File: src/hdl/bp_cce_uc_pkg.sv
package bp_cce_uc_pkg;

  // bedrock widths for the uncached engine
  localparam int paddr_width_gp  = 40;
  localparam int dword_width_gp  = 64;
  localparam int lce_id_width_gp = 4;

  // lce request opcodes, uncached only
  typedef enum logic [1:0] {
    e_req_uc_rd = 2'b00
    ,e_req_uc_wr = 2'b01
  } bp_lce_req_type_e;

  // memory forward and reverse opcodes
  typedef enum logic [1:0] {
    e_mem_uc_rd = 2'b00
    ,e_mem_uc_wr = 2'b01
  } bp_mem_msg_e;

  // commands sent back to the requesting lce
  typedef enum logic [1:0] {
    e_cmd_uc_data = 2'b00
    ,e_cmd_uc_st_done = 2'b01
  } bp_lce_cmd_type_e;

  // log2 of the access size in bytes
  typedef enum logic [1:0] {
    e_size_1 = 2'b00
    ,e_size_2 = 2'b01
    ,e_size_4 = 2'b10
    ,e_size_8 = 2'b11
  } bp_msg_size_e;

endpackage
File: src/hdl/bp_cce_uc_req_if.sv
`timescale 1ns/10ps

interface bp_cce_uc_req_if
  import bp_cce_uc_pkg::*;
  ();

  // decoded uncached request
  bp_lce_req_type_e            msg_type;
  logic [paddr_width_gp-1:0]   addr;
  bp_msg_size_e                size;
  logic [lce_id_width_gp-1:0]  src_id;
  logic [dword_width_gp-1:0]   data;

  // ready&valid, v never waits on ready_and
  logic                        v;
  logic                        ready_and;

  modport producer (
    output msg_type, addr, size, src_id, data, v
    , input ready_and
  );

  modport consumer (
    input msg_type, addr, size, src_id, data, v
    , output ready_and
  );

endinterface

File: src/hdl/bp_cce_uc.sv
`timescale 1ns/10ps

module bp_cce_uc
  import bp_cce_uc_pkg::*;
  #(parameter int req_fifo_els_p = 4
    , parameter int mem_credits_p = 2
    )
  (input                                     clk_i
   , input                                   reset_i

   // lce request, ready&valid
   , input bp_lce_req_type_e                 lce_req_msg_type_i
   , input [paddr_width_gp-1:0]              lce_req_addr_i
   , input bp_msg_size_e                     lce_req_size_i
   , input [lce_id_width_gp-1:0]             lce_req_src_i
   , input [dword_width_gp-1:0]              lce_req_data_i
   , input                                   lce_req_v_i
   , output logic                            lce_req_ready_and_o

   // memory forward, ready&valid
   , output bp_mem_msg_e                     mem_fwd_msg_type_o
   , output logic [paddr_width_gp-1:0]       mem_fwd_addr_o
   , output bp_msg_size_e                    mem_fwd_size_o
   , output logic [lce_id_width_gp-1:0]      mem_fwd_id_o
   , output logic [dword_width_gp-1:0]       mem_fwd_data_o
   , output logic                            mem_fwd_v_o
   , input                                   mem_fwd_ready_and_i

   // memory response, ready&valid
   , input bp_mem_msg_e                      mem_rev_msg_type_i
   , input [paddr_width_gp-1:0]              mem_rev_addr_i
   , input bp_msg_size_e                     mem_rev_size_i
   , input [lce_id_width_gp-1:0]             mem_rev_id_i
   , input [dword_width_gp-1:0]              mem_rev_data_i
   , input                                   mem_rev_v_i
   , output logic                            mem_rev_ready_and_o

   // lce command, ready&valid
   , output bp_lce_cmd_type_e                lce_cmd_msg_type_o
   , output logic [paddr_width_gp-1:0]       lce_cmd_addr_o
   , output bp_msg_size_e                    lce_cmd_size_o
   , output logic [lce_id_width_gp-1:0]      lce_cmd_dst_o
   , output logic [dword_width_gp-1:0]       lce_cmd_data_o
   , output logic                            lce_cmd_v_o
   , input                                   lce_cmd_ready_and_i
   );

  bp_cce_uc_req_if ingress_if ();
  bp_cce_uc_req_if issue_if ();

  logic issue_credit_return;

  bp_cce_uc_req_ingress ingress
    (.clk_i(clk_i)
     ,.reset_i(reset_i)
     ,.lce_req_msg_type_i(lce_req_msg_type_i)
     ,.lce_req_addr_i(lce_req_addr_i)
     ,.lce_req_size_i(lce_req_size_i)
     ,.lce_req_src_i(lce_req_src_i)
     ,.lce_req_data_i(lce_req_data_i)
     ,.lce_req_v_i(lce_req_v_i)
     ,.lce_req_ready_and_o(lce_req_ready_and_o)
     ,.out_o(ingress_if.producer)
     );

  bp_cce_uc_req_fifo
    #(.els_p(req_fifo_els_p))
    req_fifo
     (.clk_i(clk_i)
      ,.reset_i(reset_i)
      ,.in_i(ingress_if.consumer)
      ,.out_o(issue_if.producer)
      );

  bp_cce_uc_issue
    #(.credits_p(mem_credits_p))
    issue
     (.clk_i(clk_i)
      ,.reset_i(reset_i)
      ,.in_i(issue_if.consumer)
      ,.credit_return_i(issue_credit_return)
      ,.mem_fwd_msg_type_o(mem_fwd_msg_type_o)
      ,.mem_fwd_addr_o(mem_fwd_addr_o)
      ,.mem_fwd_size_o(mem_fwd_size_o)
      ,.mem_fwd_id_o(mem_fwd_id_o)
      ,.mem_fwd_data_o(mem_fwd_data_o)
      ,.mem_fwd_v_o(mem_fwd_v_o)
      ,.mem_fwd_ready_and_i(mem_fwd_ready_and_i)
      );

  // responses turn into commands and free credits
  bp_cce_uc_mem_rev_pipe mem_rev_pipe
    (.clk_i(clk_i)
     ,.reset_i(reset_i)
     ,.mem_rev_msg_type_i(mem_rev_msg_type_i)
     ,.mem_rev_addr_i(mem_rev_addr_i)
     ,.mem_rev_size_i(mem_rev_size_i)
     ,.mem_rev_id_i(mem_rev_id_i)
     ,.mem_rev_data_i(mem_rev_data_i)
     ,.mem_rev_v_i(mem_rev_v_i)
     ,.mem_rev_ready_and_o(mem_rev_ready_and_o)
     ,.lce_cmd_msg_type_o(lce_cmd_msg_type_o)
     ,.lce_cmd_addr_o(lce_cmd_addr_o)
     ,.lce_cmd_size_o(lce_cmd_size_o)
     ,.lce_cmd_dst_o(lce_cmd_dst_o)
     ,.lce_cmd_data_o(lce_cmd_data_o)
     ,.lce_cmd_v_o(lce_cmd_v_o)
     ,.lce_cmd_ready_and_i(lce_cmd_ready_and_i)
     ,.credit_return_o(issue_credit_return)
     );

endmodule

File: src/hdl/bp_cce_uc_mem_rev_pipe.sv
`timescale 1ns/10ps

module bp_cce_uc_mem_rev_pipe
  import bp_cce_uc_pkg::*;
  (input                                     clk_i
   , input                                   reset_i

   // memory response, ready&valid
   , input bp_mem_msg_e                      mem_rev_msg_type_i
   , input [paddr_width_gp-1:0]              mem_rev_addr_i
   , input bp_msg_size_e                     mem_rev_size_i
   , input [lce_id_width_gp-1:0]             mem_rev_id_i
   , input [dword_width_gp-1:0]              mem_rev_data_i
   , input                                   mem_rev_v_i
   , output logic                            mem_rev_ready_and_o

   // lce command, ready&valid
   , output bp_lce_cmd_type_e                lce_cmd_msg_type_o
   , output logic [paddr_width_gp-1:0]       lce_cmd_addr_o
   , output bp_msg_size_e                    lce_cmd_size_o
   , output logic [lce_id_width_gp-1:0]      lce_cmd_dst_o
   , output logic [dword_width_gp-1:0]       lce_cmd_data_o
   , output logic                            lce_cmd_v_o
   , input                                   lce_cmd_ready_and_i

   // back to the issue stage
   , output logic                            credit_return_o
   );

  logic rev_accept;
  logic is_read;

  // single entry that refills in the cycle it drains
  assign mem_rev_ready_and_o = ~lce_cmd_v_o | lce_cmd_ready_and_i;
  assign rev_accept          = mem_rev_v_i & mem_rev_ready_and_o;
  assign credit_return_o     = rev_accept;

  assign is_read = (mem_rev_msg_type_i == e_mem_uc_rd);

  always_ff @(posedge clk_i) begin
    if (rev_accept) begin
      lce_cmd_msg_type_o <= is_read ? e_cmd_uc_data : e_cmd_uc_st_done;
      lce_cmd_addr_o     <= mem_rev_addr_i;
      lce_cmd_size_o     <= mem_rev_size_i;
      lce_cmd_dst_o      <= mem_rev_id_i;
      // store done carries no data
      lce_cmd_data_o     <= is_read ? mem_rev_data_i : '0;
    end
  end

  always_ff @(posedge clk_i) begin
    if (reset_i) begin
      lce_cmd_v_o <= 1'b0;
    end else if (rev_accept) begin
      lce_cmd_v_o <= 1'b1;
    end else if (lce_cmd_ready_and_i) begin
      lce_cmd_v_o <= 1'b0;
    end
  end

  // memory must hold a response until it is taken
  a_rev_stable : assert property (@(posedge clk_i) disable iff (reset_i)
    mem_rev_v_i && !mem_rev_ready_and_o |=> mem_rev_v_i
      && $stable({mem_rev_msg_type_i, mem_rev_addr_i, mem_rev_size_i,
                  mem_rev_id_i, mem_rev_data_i}))
    else $error("memory response changed while stalled");

endmodule

File: src/hdl/bp_cce_uc_issue.sv
`timescale 1ns/10ps

module bp_cce_uc_issue
  import bp_cce_uc_pkg::*;
  #(parameter int credits_p = 2)
  (input                                     clk_i
   , input                                   reset_i

   , bp_cce_uc_req_if.consumer               in_i
   // one pulse per memory response
   , input                                   credit_return_i

   // memory forward, ready&valid
   , output bp_mem_msg_e                     mem_fwd_msg_type_o
   , output logic [paddr_width_gp-1:0]       mem_fwd_addr_o
   , output bp_msg_size_e                    mem_fwd_size_o
   , output logic [lce_id_width_gp-1:0]      mem_fwd_id_o
   , output logic [dword_width_gp-1:0]       mem_fwd_data_o
   , output logic                            mem_fwd_v_o
   , input                                   mem_fwd_ready_and_i
   );

  localparam int cnt_width_lp = $clog2(credits_p + 1);
  localparam logic [cnt_width_lp-1:0] max_cnt_lp  = cnt_width_lp'(credits_p);
  localparam logic [cnt_width_lp-1:0] last_cnt_lp = cnt_width_lp'(credits_p - 1);

  logic [cnt_width_lp-1:0] outstanding_r;
  logic                    fwd_accept, pop;

  assign fwd_accept = mem_fwd_v_o & mem_fwd_ready_and_i;

  // message in the output register already holds a credit
  assign in_i.ready_and = mem_fwd_v_o
                        ? (mem_fwd_ready_and_i & (outstanding_r < last_cnt_lp))
                        : (outstanding_r < max_cnt_lp);
  assign pop = in_i.v & in_i.ready_and;

  // output register payload
  always_ff @(posedge clk_i) begin
    if (pop) begin
      mem_fwd_msg_type_o <= (in_i.msg_type == e_req_uc_wr) ? e_mem_uc_wr : e_mem_uc_rd;
      mem_fwd_addr_o     <= in_i.addr;
      mem_fwd_size_o     <= in_i.size;
      // requester id rides along and comes back on the response
      mem_fwd_id_o       <= in_i.src_id;
      mem_fwd_data_o     <= in_i.data;
    end
  end

  always_ff @(posedge clk_i) begin
    if (reset_i) begin
      mem_fwd_v_o <= 1'b0;
    end else if (pop) begin
      mem_fwd_v_o <= 1'b1;
    end else if (fwd_accept) begin
      mem_fwd_v_o <= 1'b0;
    end
  end

  always_ff @(posedge clk_i) begin
    if (reset_i) begin
      outstanding_r <= '0;
    end else begin
      unique case ({fwd_accept, credit_return_i})
        2'b10:   outstanding_r <= outstanding_r + 1'b1;
        2'b01:   outstanding_r <= outstanding_r - 1'b1;
        default: outstanding_r <= outstanding_r;
      endcase
    end
  end

  a_credit_limit : assert property (@(posedge clk_i) disable iff (reset_i)
    outstanding_r <= max_cnt_lp)
    else $error("memory credits exceeded");

  // responses only for requests memory has taken
  a_credit_source : assert property (@(posedge clk_i) disable iff (reset_i)
    credit_return_i |-> (outstanding_r != '0))
    else $error("credit returned with nothing outstanding");

endmodule

File: src/hdl/bp_cce_uc_req_fifo.sv
`timescale 1ns/10ps

module bp_cce_uc_req_fifo
  import bp_cce_uc_pkg::*;
  #(parameter int els_p = 4)
  (input                         clk_i
   , input                       reset_i

   , bp_cce_uc_req_if.consumer   in_i
   , bp_cce_uc_req_if.producer   out_o
   );

  localparam int ptr_width_lp = (els_p > 1) ? $clog2(els_p) : 1;
  localparam int cnt_width_lp = $clog2(els_p + 1);
  localparam logic [ptr_width_lp-1:0] last_ptr_lp = ptr_width_lp'(els_p - 1);
  localparam logic [cnt_width_lp-1:0] full_cnt_lp = cnt_width_lp'(els_p);

  // entry storage with one array per field
  bp_lce_req_type_e           type_mem [els_p];
  logic [paddr_width_gp-1:0]  addr_mem [els_p];
  bp_msg_size_e               size_mem [els_p];
  logic [lce_id_width_gp-1:0] src_mem  [els_p];
  logic [dword_width_gp-1:0]  data_mem [els_p];

  logic [ptr_width_lp-1:0] wr_ptr_r, rd_ptr_r;
  logic [cnt_width_lp-1:0] count_r;
  logic                    full, empty, push, pop;

  assign full  = (count_r == full_cnt_lp);
  assign empty = (count_r == '0);
  assign push  = in_i.v & in_i.ready_and;
  assign pop   = out_o.v & out_o.ready_and;

  // a full fifo still takes a request when the head leaves
  assign in_i.ready_and = ~full | out_o.ready_and;

  always_ff @(posedge clk_i) begin
    if (push) begin
      type_mem[wr_ptr_r] <= in_i.msg_type;
      addr_mem[wr_ptr_r] <= in_i.addr;
      size_mem[wr_ptr_r] <= in_i.size;
      src_mem[wr_ptr_r]  <= in_i.src_id;
      data_mem[wr_ptr_r] <= in_i.data;
    end
  end

  always_ff @(posedge clk_i) begin
    if (reset_i) begin
      wr_ptr_r <= '0;
      rd_ptr_r <= '0;
      count_r  <= '0;
    end else begin
      if (push) begin
        wr_ptr_r <= (wr_ptr_r == last_ptr_lp) ? '0 : wr_ptr_r + 1'b1;
      end
      if (pop) begin
        rd_ptr_r <= (rd_ptr_r == last_ptr_lp) ? '0 : rd_ptr_r + 1'b1;
      end
      if (push & ~pop) begin
        count_r <= count_r + 1'b1;
      end else if (pop & ~push) begin
        count_r <= count_r - 1'b1;
      end
    end
  end

  // head of queue
  assign out_o.v        = ~empty;
  assign out_o.msg_type = type_mem[rd_ptr_r];
  assign out_o.addr     = addr_mem[rd_ptr_r];
  assign out_o.size     = size_mem[rd_ptr_r];
  assign out_o.src_id   = src_mem[rd_ptr_r];
  assign out_o.data     = data_mem[rd_ptr_r];

  // occupancy never runs past the depth
  a_no_overflow : assert property (@(posedge clk_i) disable iff (reset_i)
    count_r <= full_cnt_lp)
    else $error("request fifo overflow");

  // pointers meet only when the fifo is empty or full
  a_ptr_count : assert property (@(posedge clk_i) disable iff (reset_i)
    (wr_ptr_r == rd_ptr_r) == (empty || full))
    else $error("request fifo pointers out of step with occupancy");

endmodule

File: src/hdl/bp_cce_uc_req_ingress.sv
`timescale 1ns/10ps

module bp_cce_uc_req_ingress
  import bp_cce_uc_pkg::*;
  (input                                clk_i
   , input                              reset_i

   // lce request, ready&valid
   , input bp_lce_req_type_e            lce_req_msg_type_i
   , input [paddr_width_gp-1:0]         lce_req_addr_i
   , input bp_msg_size_e                lce_req_size_i
   , input [lce_id_width_gp-1:0]        lce_req_src_i
   , input [dword_width_gp-1:0]         lce_req_data_i
   , input                              lce_req_v_i
   , output logic                       lce_req_ready_and_o

   // decoded request towards the fifo
   , bp_cce_uc_req_if.producer          out_o
   );

  logic [dword_width_gp-1:0] st_data;
  logic [2:0]                align_mask;

  // sub-word stores are replicated across the whole dword
  always_comb begin
    unique case (lce_req_size_i)
      e_size_1: st_data = {8{lce_req_data_i[7:0]}};
      e_size_2: st_data = {4{lce_req_data_i[15:0]}};
      e_size_4: st_data = {2{lce_req_data_i[31:0]}};
      default:  st_data = lce_req_data_i;
    endcase
  end

  assign out_o.msg_type = lce_req_msg_type_i;
  assign out_o.addr     = lce_req_addr_i;
  assign out_o.size     = lce_req_size_i;
  assign out_o.src_id   = lce_req_src_i;
  // loads carry no payload
  assign out_o.data     = (lce_req_msg_type_i == e_req_uc_wr) ? st_data : '0;
  assign out_o.v        = lce_req_v_i;

  assign lce_req_ready_and_o = out_o.ready_and;

  // low address bits that must be zero for this size
  assign align_mask = 3'((4'b0001 << lce_req_size_i) - 4'b0001);

  a_addr_aligned : assert property (@(posedge clk_i) disable iff (reset_i)
    lce_req_v_i |-> ((lce_req_addr_i[2:0] & align_mask) == 3'b000))
    else $error("unaligned uncached request");

  // sender must hold the request until it is taken
  a_req_stable : assert property (@(posedge clk_i) disable iff (reset_i)
    lce_req_v_i && !lce_req_ready_and_o |=> lce_req_v_i
      && $stable({lce_req_msg_type_i, lce_req_addr_i, lce_req_size_i,
                  lce_req_src_i, lce_req_data_i}))
    else $error("lce request changed while stalled");

endmodule

File: config.mk
export PLATFORM = sky130hd
export DESIGN_NAME = bp_cce_uc
export DESIGN_NICKNAME = d
export VERILOG_FILES = /design/src/hdl/bp_cce_uc_pkg.sv /design/src/hdl/bp_cce_uc_req_if.sv /design/src/hdl/bp_cce_uc.sv /design/src/hdl/bp_cce_uc_mem_rev_pipe.sv /design/src/hdl/bp_cce_uc_issue.sv /design/src/hdl/bp_cce_uc_req_fifo.sv /design/src/hdl/bp_cce_uc_req_ingress.sv
export SDC_FILE = /design/constraint.sdc
export NUM_CORES = 1
export LEC_CHECK = 0
export ABC_AREA = 1
export BUFFER_PORTS_ARGS = -buffer_cell sky130_fd_sc_hd__buf_2
export CAP_MARGIN = 20
export CORE_MARGIN = 5
export CORE_UTILIZATION = 35
export CTS_BUF_LIST = sky130_fd_sc_hd__clkbuf_4
export DETAILED_ROUTE_END_ITERATION = 10
export GPL_TIMING_DRIVEN = 1
export SETUP_SLACK_MARGIN = 0.2
export SYNTH_ARGS = -nofsm -noshare
export SYNTH_HDL_FRONTEND = slang
export SYNTH_SLANG_ARGS = --single-unit
File: constraint.sdc
create_clock -name clk_i -period 6.7 [get_ports clk_i]
set_input_delay 0.335 -clock clk_i [delete_from_list [all_inputs] [get_ports clk_i]]
set_output_delay 0.335 -clock clk_i [all_outputs]
set_load 0.02 [all_outputs]
# Word-level counts from Yosys, hierarchy flattened

Memory sizes are Yosys's and may differ from the RTL's. A register that Yosys moved wholly into a read port is not among the register bits.
Index checks and enable logic that the tools add are counted.

Memory bits (read-only): 0
Register bits: 125
Logic and storage cells: 73
Memories kept: 5
Input port bits: 230
RAM bits: 448
Latch bits: 0

Bitwise gates (word level): 14
Multiplexer cells: 18
Divide/modulo/power cells: 0
Multiply operators: 0
Shifts and indexed selects: 0
Order comparisons: 2
Add/subtract/negate cells: 6
Equal/unequal tests: 9
Reductions and logical operators: 7

Memory list:

| name              | depth | width | read ports | clocked after Yosys merged registers in | wr ports | line                     | source |
|---|---|---|---|---|---|---|---|
| req_fifo.data_mem | 4     | 64    | 1          | 1                                       | 1        | bp_cce_uc_req_fifo.sv:23 | `logic [dword_width_gp-1:0] data_mem [els_p];` |
| req_fifo.addr_mem | 4     | 40    | 1          | 1                                       | 1        | bp_cce_uc_req_fifo.sv:20 | `logic [paddr_width_gp-1:0] addr_mem [els_p];` |
| req_fifo.src_mem  | 4     | 4     | 1          | 1                                       | 1        | bp_cce_uc_req_fifo.sv:22 | `logic [lce_id_width_gp-1:0] src_mem [els_p];` |
| req_fifo.size_mem | 4     | 2     | 1          | 1                                       | 1        | bp_cce_uc_req_fifo.sv:21 | `bp_msg_size_e size_mem [els_p];` |
| req_fifo.type_mem | 4     | 2     | 1          | 1                                       | 1        | bp_cce_uc_req_fifo.sv:19 | `bp_lce_req_type_e type_mem [els_p];` |

Operators with widths:

| operator                                                                     | count |
|---|---|
| 64-bit case mux with 3 select lines                                          | 1 |
| 64-bit two-way mux                                                           | 1 |
| 1-bit two-way mux                                                            | 9 |
| 2-bit by 1-bit equality test with 1-bit output, second input constant        | 4 |
| 2-bit equality test, second input constant                                   | 4 |
| 2-bit two-way mux                                                            | 4 |
| 2-bit nonzero test                                                           | 4 |
| 1-bit bitwise AND                                                            | 7 |
| 2-bit by 1-bit adder with 2-bit output, second input constant                | 3 |
| 3-bit two-way mux                                                            | 2 |
| 1-bit inverter                                                               | 5 |
| 2-bit zero test                                                              | 2 |
| 2-bit case mux with 2 select lines                                           | 1 |
| 3-bit by 1-bit adder with 3-bit output, second input constant                | 1 |
| 3-bit equality test, second input constant                                   | 1 |
| 3-bit zero test                                                              | 1 |
| 3-bit by 1-bit subtractor with 3-bit output, second input constant           | 1 |
| 2-bit by 1-bit less-than comparator with 1-bit output, second input constant | 1 |
| 2-bit less-than comparator, second input constant                            | 1 |
| 1-bit bitwise OR                                                             | 2 |
| 2-bit by 1-bit subtractor with 2-bit output, second input constant           | 1 |

# Depth between registers and ports, before layout

Gate-level depths: netlist of the first run.

Depth after elaboration: 9
Depth in mapped cells: 14

# Modules after synthesis

Synthesis of the first run repeated with hierarchy kept, for this count alone.

Cells, all modules: 1867
Area total of the unflattened synthesis: 26555.5 sq um

By module, submodules not included:

| module                 | cells an instance | area each (sq um) | sequential area each (sq um) | instances |
|---|---|---|---|---|
| bp_cce_uc_req_fifo     | 1149              | 17078.9           | 13633.1                      | 1 |
| bp_cce_uc_mem_rev_pipe | 255               | 4364.2            | 3353.2                       | 1 |
| bp_cce_uc_issue        | 140               | 3528.4            | 3393.3                       | 1 |
| bp_cce_uc_req_ingress  | 323               | 1584.0            | 0.0                          | 1 |

# Worst setup path after synthesis of the first run

OpenSTA, ideal clock, no wires.

Path type: register -> register
Start: reg mem_rev_pipe.lce_cmd_v_o
End: reg issue.outstanding_r[0]
Path slack: -0.372 ns
Stages on the path, launching flop included: 5
Arrival: 6.947 ns
Path buffers: 0
Data required time: 6.574 ns
Library setup time: 0.126 ns
Cell sequence: dfxtp_1 -> a21oi_1 -> ha_1 -> o21ai_0 -> a21oi_1

Longest elaborated chain between the ends: 5
Elaborated cells on any way between the ends: 7
Those cells by class: eq/ne: 2; mux: 1; bitwise: 3; reduce/logical: 1

RTL lines:

| item                                                                                  | line                         | source |
|---|---|---|
| start: declaration                                                                    | bp_cce_uc_mem_rev_pipe.sv:23 | `, output logic lce_cmd_v_o` |
| start signal: assignment                                                              | bp_cce_uc_mem_rev_pipe.sv:53 | `lce_cmd_v_o <= 1'b0;` |
| start signal: assignment                                                              | bp_cce_uc_mem_rev_pipe.sv:55 | `lce_cmd_v_o <= 1'b1;` |
| start signal: assignment                                                              | bp_cce_uc_mem_rev_pipe.sv:57 | `lce_cmd_v_o <= 1'b0;` |
| 1-bit inverter (*)                                                                    | bp_cce_uc_mem_rev_pipe.sv:34 | `assign mem_rev_ready_and_o = ~lce_cmd_v_o \| lce_cmd_ready_and_i;` |
| 1-bit bitwise OR (*)                                                                  | bp_cce_uc_mem_rev_pipe.sv:34 |  |
| 1-bit bitwise AND (*)                                                                 | bp_cce_uc_mem_rev_pipe.sv:35 | `assign rev_accept = mem_rev_v_i & mem_rev_ready_and_o;` |
| via issue.credit_return_i                                                             | bp_cce_uc_issue.sv:11        | `, input credit_return_i` |
| 2-bit by 1-bit equality test with 1-bit output or 2-bit equality test (tied branches) | bp_cce_uc_issue.sv:64        | `unique case ({fwd_accept, credit_return_i})` |
| 2-bit case mux with 2 select lines or 2-bit nonzero test (tied branches)              | -                            |  |
| end signal: assignment                                                                | bp_cce_uc_issue.sv:65        | `2'b10: outstanding_r <= outstanding_r + 1'b1;` |
| end signal: assignment                                                                | bp_cce_uc_issue.sv:66        | `2'b01: outstanding_r <= outstanding_r - 1'b1;` |
| end signal: assignment                                                                | bp_cce_uc_issue.sv:67        | `default: outstanding_r <= outstanding_r;` |
| end: declaration                                                                      | bp_cce_uc_issue.sv:27        | `logic [cnt_width_lp-1:0] outstanding_r;` |

The timed path passes the listed nets; every way through them passes the cells marked *.
A chain may end at the register's enable or synchronous reset.

# Worst setup path in the final report of the first run

Start: reg issue.outstanding_r[0]
End: mem req_fifo.data_mem[3][37] (enable)

Longest elaborated chain between the ends: 7
Elaborated cells on any way between the ends: 8
Those cells by class: order compare: 2; mux: 3; bitwise: 3

RTL lines:

| item                                                  | line                     | source |
|---|---|---|
| 2-bit by 1-bit less-than comparator with 1-bit output | bp_cce_uc_issue.sv:34    | `? (mem_fwd_ready_and_i & (outstanding_r < last_cnt_lp))` |
| 1-bit bitwise AND                                     | bp_cce_uc_issue.sv:34    |  |
| 1-bit two-way mux (*)                                 | bp_cce_uc_issue.sv:34    |  |
| 1-bit bitwise OR (*)                                  | bp_cce_uc_req_fifo.sv:35 | `assign in_i.ready_and = ~full \| out_o.ready_and;` |
| 1-bit bitwise AND (*)                                 | bp_cce_uc_req_fifo.sv:31 | `assign push = in_i.v & in_i.ready_and;` |
| via req_fifo.push                                     | bp_cce_uc_req_fifo.sv:27 | `logic full, empty, push, pop;` |
| 1-bit two-way mux (*)                                 | bp_cce_uc_req_fifo.sv:38 | `if (push) begin` |
| 1-bit two-way mux (not written as such) (*)           | bp_cce_uc_req_fifo.sv:43 | `data_mem[wr_ptr_r] <= in_i.data;` |
| end: declaration                                      | bp_cce_uc_req_fifo.sv:23 |  |

Marked as above.

==> results of run 1 <==
==> critical path, cell delays in order (launching register included) <==
cell and delay, ns:
dfxtp_1 0.30, inv_1 0.08, ha_1 0.15, nand3_1 0.08, nand2_1 0.11, nor2_1 0.06
nor2_1 0.23, inv_1 0.23, nor2_4 0.80, buf_4 0.76
==> cell usage in the layout (no fill, tap or decap), types with 2 or more instances in the layout <==
cell type        n
edfxtp_1       670
inv_1          117
o21ai_1          2
clkinv_1        33
a21oi_1         34
dlygate4sd3_1  304
o22ai_1        119
o21ai_0        252
inv_2            5
clkinv_2         7
inv_6            3
o211ai_2         7
dfxtp_4          2
nor2_1         356
conb_1           2
nor2_4           5
clkinvlp_4       3
diode_2          4
dfxtp_1         11
nand3_1         13
ha_1             8
buf_2          455
buf_4           18
bufinv_16        3
clkbuf_4       250
nand2_1         48
==> where the power goes <==
part,internal [mW],switching [mW]
Clock,1.83,1.64
Sequential,5.62,0.337
Combinational,0.841,2.07
==> final cells by class <==
class | instances | area [sq um]
timing repair buffer | 779 | 5503
fill | 6307 | 37890
antenna | 4 | 10.01
inverter | 121 | 466.7
tap | 950 | 1189
clock inverter | 51 | 295.3
sequential | 683 | 20390
multi-input combinational | 854 | 4115
clock buffer | 250 | 1877
==> metal layers <==
layer / up-vias / GRT usage [%] / part of all wire, %
met2: 762 / 31.11 / 49
met5: - / 0 / 0
met4: 0 / 7.002 / 3.0
met3: 126 / 5.017 / 8.4
met1: 8646 / 21.84 / 39
li1: 8207 / - / -
==> worst paths after layout <==
kind / startpoint / end / cells after the start / slack (ns)
setup / recovery: issue.outstanding_r[0] / req_fifo.data_mem[3][37] / 9 / 3.46
hold / removal: lce_req_addr_i[5] / req_fifo.addr_mem[3][5] / 2 / 0.16
setup reg to reg: issue.outstanding_r[0] / req_fifo.data_mem[3][37] / 9 / 3.46
hold reg to reg: issue.outstanding_r[0] / issue.outstanding_r[0] / 2 / 0.49
==> what timing repair did <==
item / 4_1_cts / 5_1_grt
hold buffers: 304 / 0
hold endpoints to repair: 572 / 0
setup buffers: 0 / 0
==> state kept, by name (all words and copies together), names as in the netlist, 3 cells and up, named ones only <==
name                         count
req_fifo.data_mem              256
req_fifo.addr_mem              160
issue.mem_fwd_data_o            64
mem_rev_pipe.lce_cmd_data_o     64
issue.mem_fwd_addr_o            40
mem_rev_pipe.lce_cmd_addr_o     40
req_fifo.src_mem                16
req_fifo.size_mem                8
req_fifo.type_mem                8
issue.mem_fwd_id_o               4
mem_rev_pipe.lce_cmd_dst_o       4
req_fifo.count_r                 3
==> kinds of logic after synthesis <==
family	synth area share, %
buffers and inverters	3.753
adder cells (fa/ha/maj)	0.4729
XOR/XNOR	0.03448
AO/OA/AOI/OAI	8.999
flip-flops	80.22
AND/OR/NAND/NOR	6.502
other	0.01476
==> synth_stat cells, types with 2 or more instances <==
cell type and number:
a21oi_1 35, buf_1 5, buf_6 8, nor2_1 360, nand3_1 13, o211ai_2 7, edfxtp_1 670, clkbuf_2 7
ha_1 8, o21ai_0 252, buf_2 20, o22ai_1 119, o21ai_1 2, clkbuf_1 42, inv_2 2, buf_4 13
dfxtp_1 13, inv_1 119, nand2_1 48
==> stage by stage <==
stage	area [sq um]	setup WS [ns]	util (%)	std cells	hold WS (ns)
global route	33840	3.210	47.18	3691	0.02686
finish	33840	3.464	47.18	3692	0.1648
global placement	28570	3.401	39.83	3081	0.4752
CTS	33830	3.358	47.17	3688	0.001475
detailed placement	28620	3.413	39.90	3083	0.4836
floorplan	25410	0.4534	-	1753	0.4041
==> impl_metrics.env, run 1 <==
export IMPL_synth_area_sq_um=25400
export IMPL_outcome="complete, no violations"
export IMPL_grt_usage_pct=18.11
export IMPL_clk_latency_ns=0.95
export IMPL_drive_gt1_share_pct=27.98
export IMPL_syn_area_per_cell_sq_um=14.50
export IMPL_drt_iter0_drc=1236
export IMPL_hold_violations=0
export IMPL_cts_root_buf="clkbuf_4"
export IMPL_max_slew_margin_pct=27.13
export IMPL_cts_tree="yes"
export IMPL_start_kind="register"
export IMPL_ys_seq_elements=683
export IMPL_vias=17740
export IMPL_gp_congestion=0.9047
export IMPL_clk_pin_slew_worst_paths_ns=0.07
export IMPL_synth_area_top_cells="edfxtp_1 79%, nor2_1 5.3%, o21ai_0 5.0%, o22ai_1 2.9%, inv_1 1.8%"
export IMPL_skew_ns=0.03894
export IMPL_power_density_nw_per_um2=364.7
export IMPL_syn_inst=1752
export IMPL_area_growth_pct=33.22
export IMPL_pin_count=458
export IMPL_netlist_top_cell_by_area="edfxtp_1"
export IMPL_synthArstFlopShare_pct=0
export IMPL_worstPathMaxFanout=51
export IMPL_drcViolationCount=0
export IMPL_maxCapViolations=0
export IMPL_ys_seq_area_share_pct=80.22
export IMPL_clkSinkCount=683
export IMPL_grt_start_max_net_pins=145
export IMPL_cp_end_kind="register"
export IMPL_place_port_buffers=455
export IMPL_vdd_drop_max_mv=0.3080
export IMPL_finalPower_mw=12.34
export IMPL_ant_nets=0
export IMPL_synth_ff_type="edfxtp_1"
export IMPL_ys_warn_count=0
export IMPL_grt_first_pass_wirelength_um=108000
export IMPL_yosys_area_top_type_share_pct=79.20
export IMPL_start_util_pct=35.41
export IMPL_finalCriticalPeriod_ns=3.236
export IMPL_synth_distinct_cells=28
export IMPL_fp_dieW_um=279.4
export IMPL_cts_buffers_inserted=173
export IMPL_timing_worst_setup_path_type="register to register"
export IMPL_die_y_um=279.4
export IMPL_finalSetupViolations=0
export IMPL_slew_viol_final=0
export IMPL_crit_arrival_ns=3.80
export IMPL_worst_pin_slew_ns=1.093
export IMPL_core_area_sq_um=71730
export IMPL_hp_class="input port to register"
export IMPL_std_cell_rows=98
export IMPL_routed_wl_um=73320
export IMPL_first_pass_iters=6
export IMPL_leakage_nw=13.15
export IMPL_grt_overflow=0
export IMPL_tns_ns=0
export IMPL_fmax_ghz=0.3090
export IMPL_antenna_found_initial=4
export IMPL_nets=2851
export IMPL_viasPerCell=4.805
export IMPL_hpwl_um=44640
export IMPL_post_route_period_util_pct=48.30
export IMPL_grt_pass1_vias=18270
export IMPL_cp_required_ns=7.26
export IMPL_synth_edf_count=670
export IMPL_die_area_sq_um=78070
export IMPL_clockBufferDepth=3
export IMPL_wl_per_cell_um=19.86
export IMPL_h_tree_depth=4
export IMPL_grt_setup_unrepaired="no"
export IMPL_cts_resized=0
Note: power is estimated with default switching activity, not from simulation.
==> run 2, diff against run 1 <==
==> constraint.sdc (replaced) <==
create_clock -name clk_i -period 3.4 [get_ports clk_i]
set_input_delay 0.17 -clock clk_i [delete_from_list [all_inputs] [get_ports clk_i]]
set_output_delay 0.17 -clock clk_i [all_outputs]
set_load 0.02 [all_outputs]
==> impl_metrics.env, run 2 (synthesized netlist as in run 1, its figures left out) <==
export IMPL_worstPathMaxFanout=15
export IMPL_post_route_period_util_pct=75.50
export IMPL_nets=2973
export IMPL_wl_per_cell_um=20.04
export IMPL_reg_top3="req_fifo.data_mem: 256 flops, req_fifo.addr_mem: 160 flops"
export IMPL_finalCriticalPeriod_ns=2.567
export IMPL_cts_resized=0
export IMPL_start_kind="input port"
export IMPL_grt_overflow=0
export IMPL_clk_latency_ns=0.96
export IMPL_viasPerCell=4.840
export IMPL_finalPower_mw=24.68
export IMPL_hp_class="input port to register"
export IMPL_setup_ws_ns=0.8330
export IMPL_worst_pin_slew_ns=0.9668
export IMPL_antenna_found_initial=6
export IMPL_drive_gt1_share_pct=27.13
export IMPL_tns_ns=0
export IMPL_utilization_pct=49.10
export IMPL_gp_congestion=0.8823
export IMPL_h_tree_depth=4
export IMPL_maxCapViolations=0
export IMPL_cts_tree="yes"
export IMPL_dp_slack_ns=0.8478
export IMPL_largest_register_ffs=256
export IMPL_slew_viol_final=0
export IMPL_skew_ns=0.08333
export IMPL_nFillCells=6081
export IMPL_power_density_nw_per_um2=700.7
export IMPL_leakage_nw=13.69
export IMPL_layout_commonest_cell="edfxtp_1"
export IMPL_grt_setup_unrepaired="no"
export IMPL_area_growth_pct=38.64
export IMPL_hpwl_um=43760
export IMPL_clockBufferDepth=3
export IMPL_start_util_pct=35.41
export IMPL_grt_usage_pct=18.84
export IMPL_vias=18450
export IMPL_fp_dieW_um=279.4
export IMPL_timing_worst_setup_path_type="input port to register"
export IMPL_drcViolationCount=0
export IMPL_grt_start_max_net_pins=149
export IMPL_layout_cells_most_common_list="670 x edfxtp_1, 455 x buf_2, 410 x dlygate4sd3_1"
export IMPL_clkSinkCount=683
export IMPL_drt_iter0_drc=1355
export IMPL_cp_end_kind="register"
export IMPL_cp_required_ns=4.17
export IMPL_ant_nets=0
export IMPL_vdd_drop_max_mv=0.6913
export IMPL_regMostFlops="req_fifo.data_mem"
export IMPL_die_y_um=279.4
export IMPL_pin_count=458
export IMPL_final_area_sq_um=35220
export IMPL_outcome="complete, no violations"
export IMPL_grt_first_pass_wirelength_um=113400
export IMPL_die_area_sq_um=78070
export IMPL_finalSetupViolations=0
export IMPL_first_pass_iters=5
export IMPL_cts_root_buf="clkbuf_4"
export IMPL_place_port_buffers=455
export IMPL_grt_pass1_vias=19410
export IMPL_crit_arrival_ns=3.33
export IMPL_clk_pin_slew_worst_paths_ns=0.08
export IMPL_reg2regPathDepth=9
export IMPL_hold_depth=5
export IMPL_max_slew_margin_pct=35.55
export IMPL_fmax_ghz=0.3896
export IMPL_std_cell_rows=98
export IMPL_core_area_sq_um=71730
export IMPL_hold_violations=0
export IMPL_place_area_sq_um=28860
export IMPL_cts_buffers_inserted=174
export IMPL_routed_wl_um=76400
[run 2: cell count changes in the layout (fill, tap and decap cells not counted), sizes merged, moves of 3 or more]
cell / delta
clkinv: +12
bufinv: +3
dlygate4sd3: +106
clkbuf: -16
buf: +15
[run 2: what timing repair did]
| item | 4_1_cts | 5_1_grt |
|---|---|---|
| endpoints found under the hold margin | 691 | 19 |
| hold buffers | 408 | 3 |
| buffers inserted | 0 | 0 |
[run 2: path summary, 6_finish.rpt]
| check | startpoint | end | slack (ns) |
|---|---|---|---|
| worst max-delay path | lce_req_size_i[0] | req_fifo.data_mem[2][58] | 0.83 |
| worst min-delay path | reset_i | req_fifo.wr_ptr_r[1] | 0.19 |
| worst max register to register | issue.outstanding_r[1] | req_fifo.data_mem[0][51] | 0.89 |
| worst min register to register | issue.outstanding_r[0] | issue.outstanding_r[0] | 0.49 |
[run 2: stage by stage]
stage | cells | hold WS, ns
2_1_floorplan | 1753 | 0.2391
3_3_place_gp | 3096 | 0.3499
3_5_place_dp | 3096 | 0.3489
4_1_cts | 3803 | 0.003566
5_1_grt | 3812 | 0.08548
6_report | 3812 | 0.1932
[run 2: layout make-up]
type                    count  area (sq um)  area share, %
diodes                      5         12.51        0.03553
clock buffers             234          1757          4.988
clock inverters            65         450.4          1.279
inverters                 121         465.4          1.322
multi-input cells         854          4115          11.68
flip-flops and latches    683         20390          57.89
well taps                 950          1189          3.375
repair buffers            900          6844          19.43
[run 2: layer usage]
layer	part of all wire [%]	vias up	GRT usage, %
li1	-	8452	-
met1	39	8984	21.87
met2	50	833	32.63
met3	8.1	178	5.534
met4	3.5	2	8.213
met5	0.017	-	0
[run 2: worst max-delay path: stages]
cell	delay, ns
dlygate4sd3_1	0.51
buf_2	0.38
o21ai_0	0.17
dlygate4sd3_1	0.60
nand3_1	0.08
dlygate4sd3_1	0.56
nand2_1	0.10
nor2_1	0.13
dlygate4sd3_1	0.63
[run 2: report_power, final]
part / switching [mW] / leakage [nW] / internal (mW) / total, mW
logic: 4.25 / 5.95 / 1.83 / 6.08
clock network: 3.31 / 1.30 / 3.67 / 6.98
registers: 0.553 / 6.44 / 11.1 / 11.6
==> run 3, diff against run 2 <==
==> constraint.sdc (replaced) <==
create_clock -name clk_i -period 2.6 [get_ports clk_i]
set_input_delay 0.13 -clock clk_i [delete_from_list [all_inputs] [get_ports clk_i]]
set_output_delay 0.13 -clock clk_i [all_outputs]
set_load 0.02 [all_outputs]
==> impl_metrics.env, run 3 (synthesized netlist as in run 1, its figures left out) <==
export IMPL_outcome="complete, no violations"
export IMPL_drive_gt1_share_pct=27.11
export IMPL_reg2regPathDepth=6
export IMPL_worstPathMaxFanout=27
export IMPL_ant_nets=0
export IMPL_clkSinkCount=683
export IMPL_critPathSlowestCell="dlygate4sd3_1"
export IMPL_hold_violations=0
export IMPL_r2r_end="issue.outstanding_r[1]"
export IMPL_clk_pin_slew_worst_paths_ns=0.08
export IMPL_finalCriticalPeriod_ns=2.264
export IMPL_cts_root_buf="clkbuf_4"
export IMPL_hpwl_um=44990
export IMPL_final_area_sq_um=35700
export IMPL_layout_cells_most_common_list="670 x edfxtp_1, 455 x dlygate4sd3_1, 455 x buf_2"
export IMPL_drt_iter0_drc=1564
export IMPL_worst_pin_slew_ns=0.8396
export IMPL_cts_buffers_inserted=173
export IMPL_nets=3024
export IMPL_crit_path_frequent_cell="dlygate4sd3_1"
export IMPL_clockBufferDepth=3
export IMPL_reg_top3="req_fifo.data_mem: 256 flops, req_fifo.addr_mem: 160 flops"
export IMPL_slew_viol_final=0
export IMPL_cp_endpoint="req_fifo.data_mem[0][43]"
export IMPL_vias=18730
export IMPL_gp_congestion=0.8766
export IMPL_fp_dieW_um=279.4
export IMPL_post_cts_buffers=0
export IMPL_first_pass_iters=7
export IMPL_wl_per_cell_um=19.88
export IMPL_r2r_start="mem_rev_pipe.lce_cmd_v_o"
export IMPL_grt_overflow=0
export IMPL_timing_worst_setup_path_type="input port to register"
export IMPL_skew_ns=0.09529
export IMPL_pin_count=458
export IMPL_cp_cell_sequence="dlygate4sd3_1, buf_2, buf_4, nor2_8, nand2_1, o211ai_2, dlygate4sd3_1, nand2_1, nor2_1, dlygate4sd3_1"
export IMPL_std_cell_rows=98
export IMPL_grt_usage_pct=19.05
export IMPL_fmax_ghz=0.4417
export IMPL_regMostFlops="req_fifo.data_mem"
export IMPL_core_area_sq_um=71730
export IMPL_grt_setup_unrepaired="no"
export IMPL_h_tree_depth=4
export IMPL_layout_commonest_cell="edfxtp_1"
export IMPL_grt_first_pass_wirelength_um=114600
export IMPL_post_route_period_util_pct=87.08
export IMPL_power_density_nw_per_um2=898.2
export IMPL_viasPerCell=4.856
export IMPL_cp_required_ns=3.44
export IMPL_largest_register_ffs=256
export IMPL_cp_end_kind="register"
export IMPL_grt_start_max_net_pins=112
export IMPL_max_stage_delay_ns=0.64
export IMPL_crit_arrival_ns=3.11
export IMPL_die_area_sq_um=78070
export IMPL_nFillCells=5973
export IMPL_start_kind="input port"
export IMPL_clk_latency_ns=1.00
export IMPL_place_area_sq_um=29000
export IMPL_area_growth_pct=40.53
export IMPL_startpoint="lce_req_size_i[1]"
export IMPL_place_port_buffers=455
export IMPL_routed_wl_um=76710
export IMPL_ff2ff_setup_slack_ns=0.41
export IMPL_grt_pass1_vias=19460
export IMPL_utilization_pct=49.77
export IMPL_vdd_drop_max_mv=0.5124
export IMPL_antenna_found_initial=4
export IMPL_leakage_nw=13.94
export IMPL_cts_tree="yes"
export IMPL_start_util_pct=35.41
export IMPL_hp_class="input port to register"
export IMPL_die_y_um=279.4
export IMPL_max_slew_margin_pct=44.03
export IMPL_maxCapViolations=0
export IMPL_finalSetupViolations=0
export IMPL_drcViolationCount=0
==> run 3: power breakdown <==
part           leakage [nW]  switching [mW]  internal, mW  total [mW]
combinational          6.24            5.68          2.48        8.16
clock                  1.26            4.34          4.49        8.82
sequential             6.44           0.612          14.5        15.1
total                  13.9            10.6          21.4        32.1
==> run 3: worst max-delay path: cells and delay by family <==
family                 cells  cell delay, ns
AO/OA/AOI/OAI              1            0.08
buffers and inverters      5            2.19
AND/OR/NAND/NOR            4            0.69
==> run 3: what timing repair did <==
item | in CTS | in global routing
hold buffers | 455 | 0
endpoints found under the hold margin | 1064 | 0
resized for setup | 0 | 0
==> run 3: area by class of cell <==
class	count	area, sq um	share of cell area, %
timing repair buffer	952	7385	20.69
inverter	121	465.4	1.304
sequential	683	20390	57.12
antenna	5	12.51	0.03505
multi-input combinational	854	4123	11.55
clock inverter	54	339.1	0.9498
tap	950	1189	3.330
clock buffer	239	1794	5.026
==> run 3: per-stage QoR <==
stage / std cells / setup TNS [ns] / hold WS, ns / power [mW] / setup slack, ns
finish: 3858 / 0 / 0.1335 / 32.07 / 0.3360
global route: 3857 / 0 / 0.08601 / 33.86 / 0.2337
CTS: 3853 / 0 / 0.004165 / 32.45 / 0.3259
detailed placement: 3105 / 0 / 0.3083 / 23.00 / 0.5013
global placement: 3105 / 0 / 0.3093 / 22.88 / 0.5049
floorplan: 1753 / -232.22 / 0.1894 / 19.72 / -0.4738
==> run 3: worst min path at each step <==
stage / startpoint / endpoint / depth (start not counted)
2_1_floorplan: reset_i / mem_rev_pipe.lce_cmd_v_o / 1
4_1_cts: reset_i / req_fifo.wr_ptr_r[0] / 5
3_5_place_dp: mem_rev_addr_i[11] / mem_rev_pipe.lce_cmd_addr_o[11] / 1
6_report: lce_req_v_i / req_fifo.wr_ptr_r[1] / 5
5_1_grt: lce_req_data_i[9] / req_fifo.data_mem[1][9] / 4
3_3_place_gp: mem_rev_addr_i[35] / mem_rev_pipe.lce_cmd_addr_o[35] / 1
==> run 3: routing by layer <==
layer,up-vias,track usage (%),wire [um]
met5,-,0,0
met4,0,8.365,2936
li1,8555,-,-
met3,197,5.284,6262
met1,9092,22.48,29440
met2,889,32.78,38070
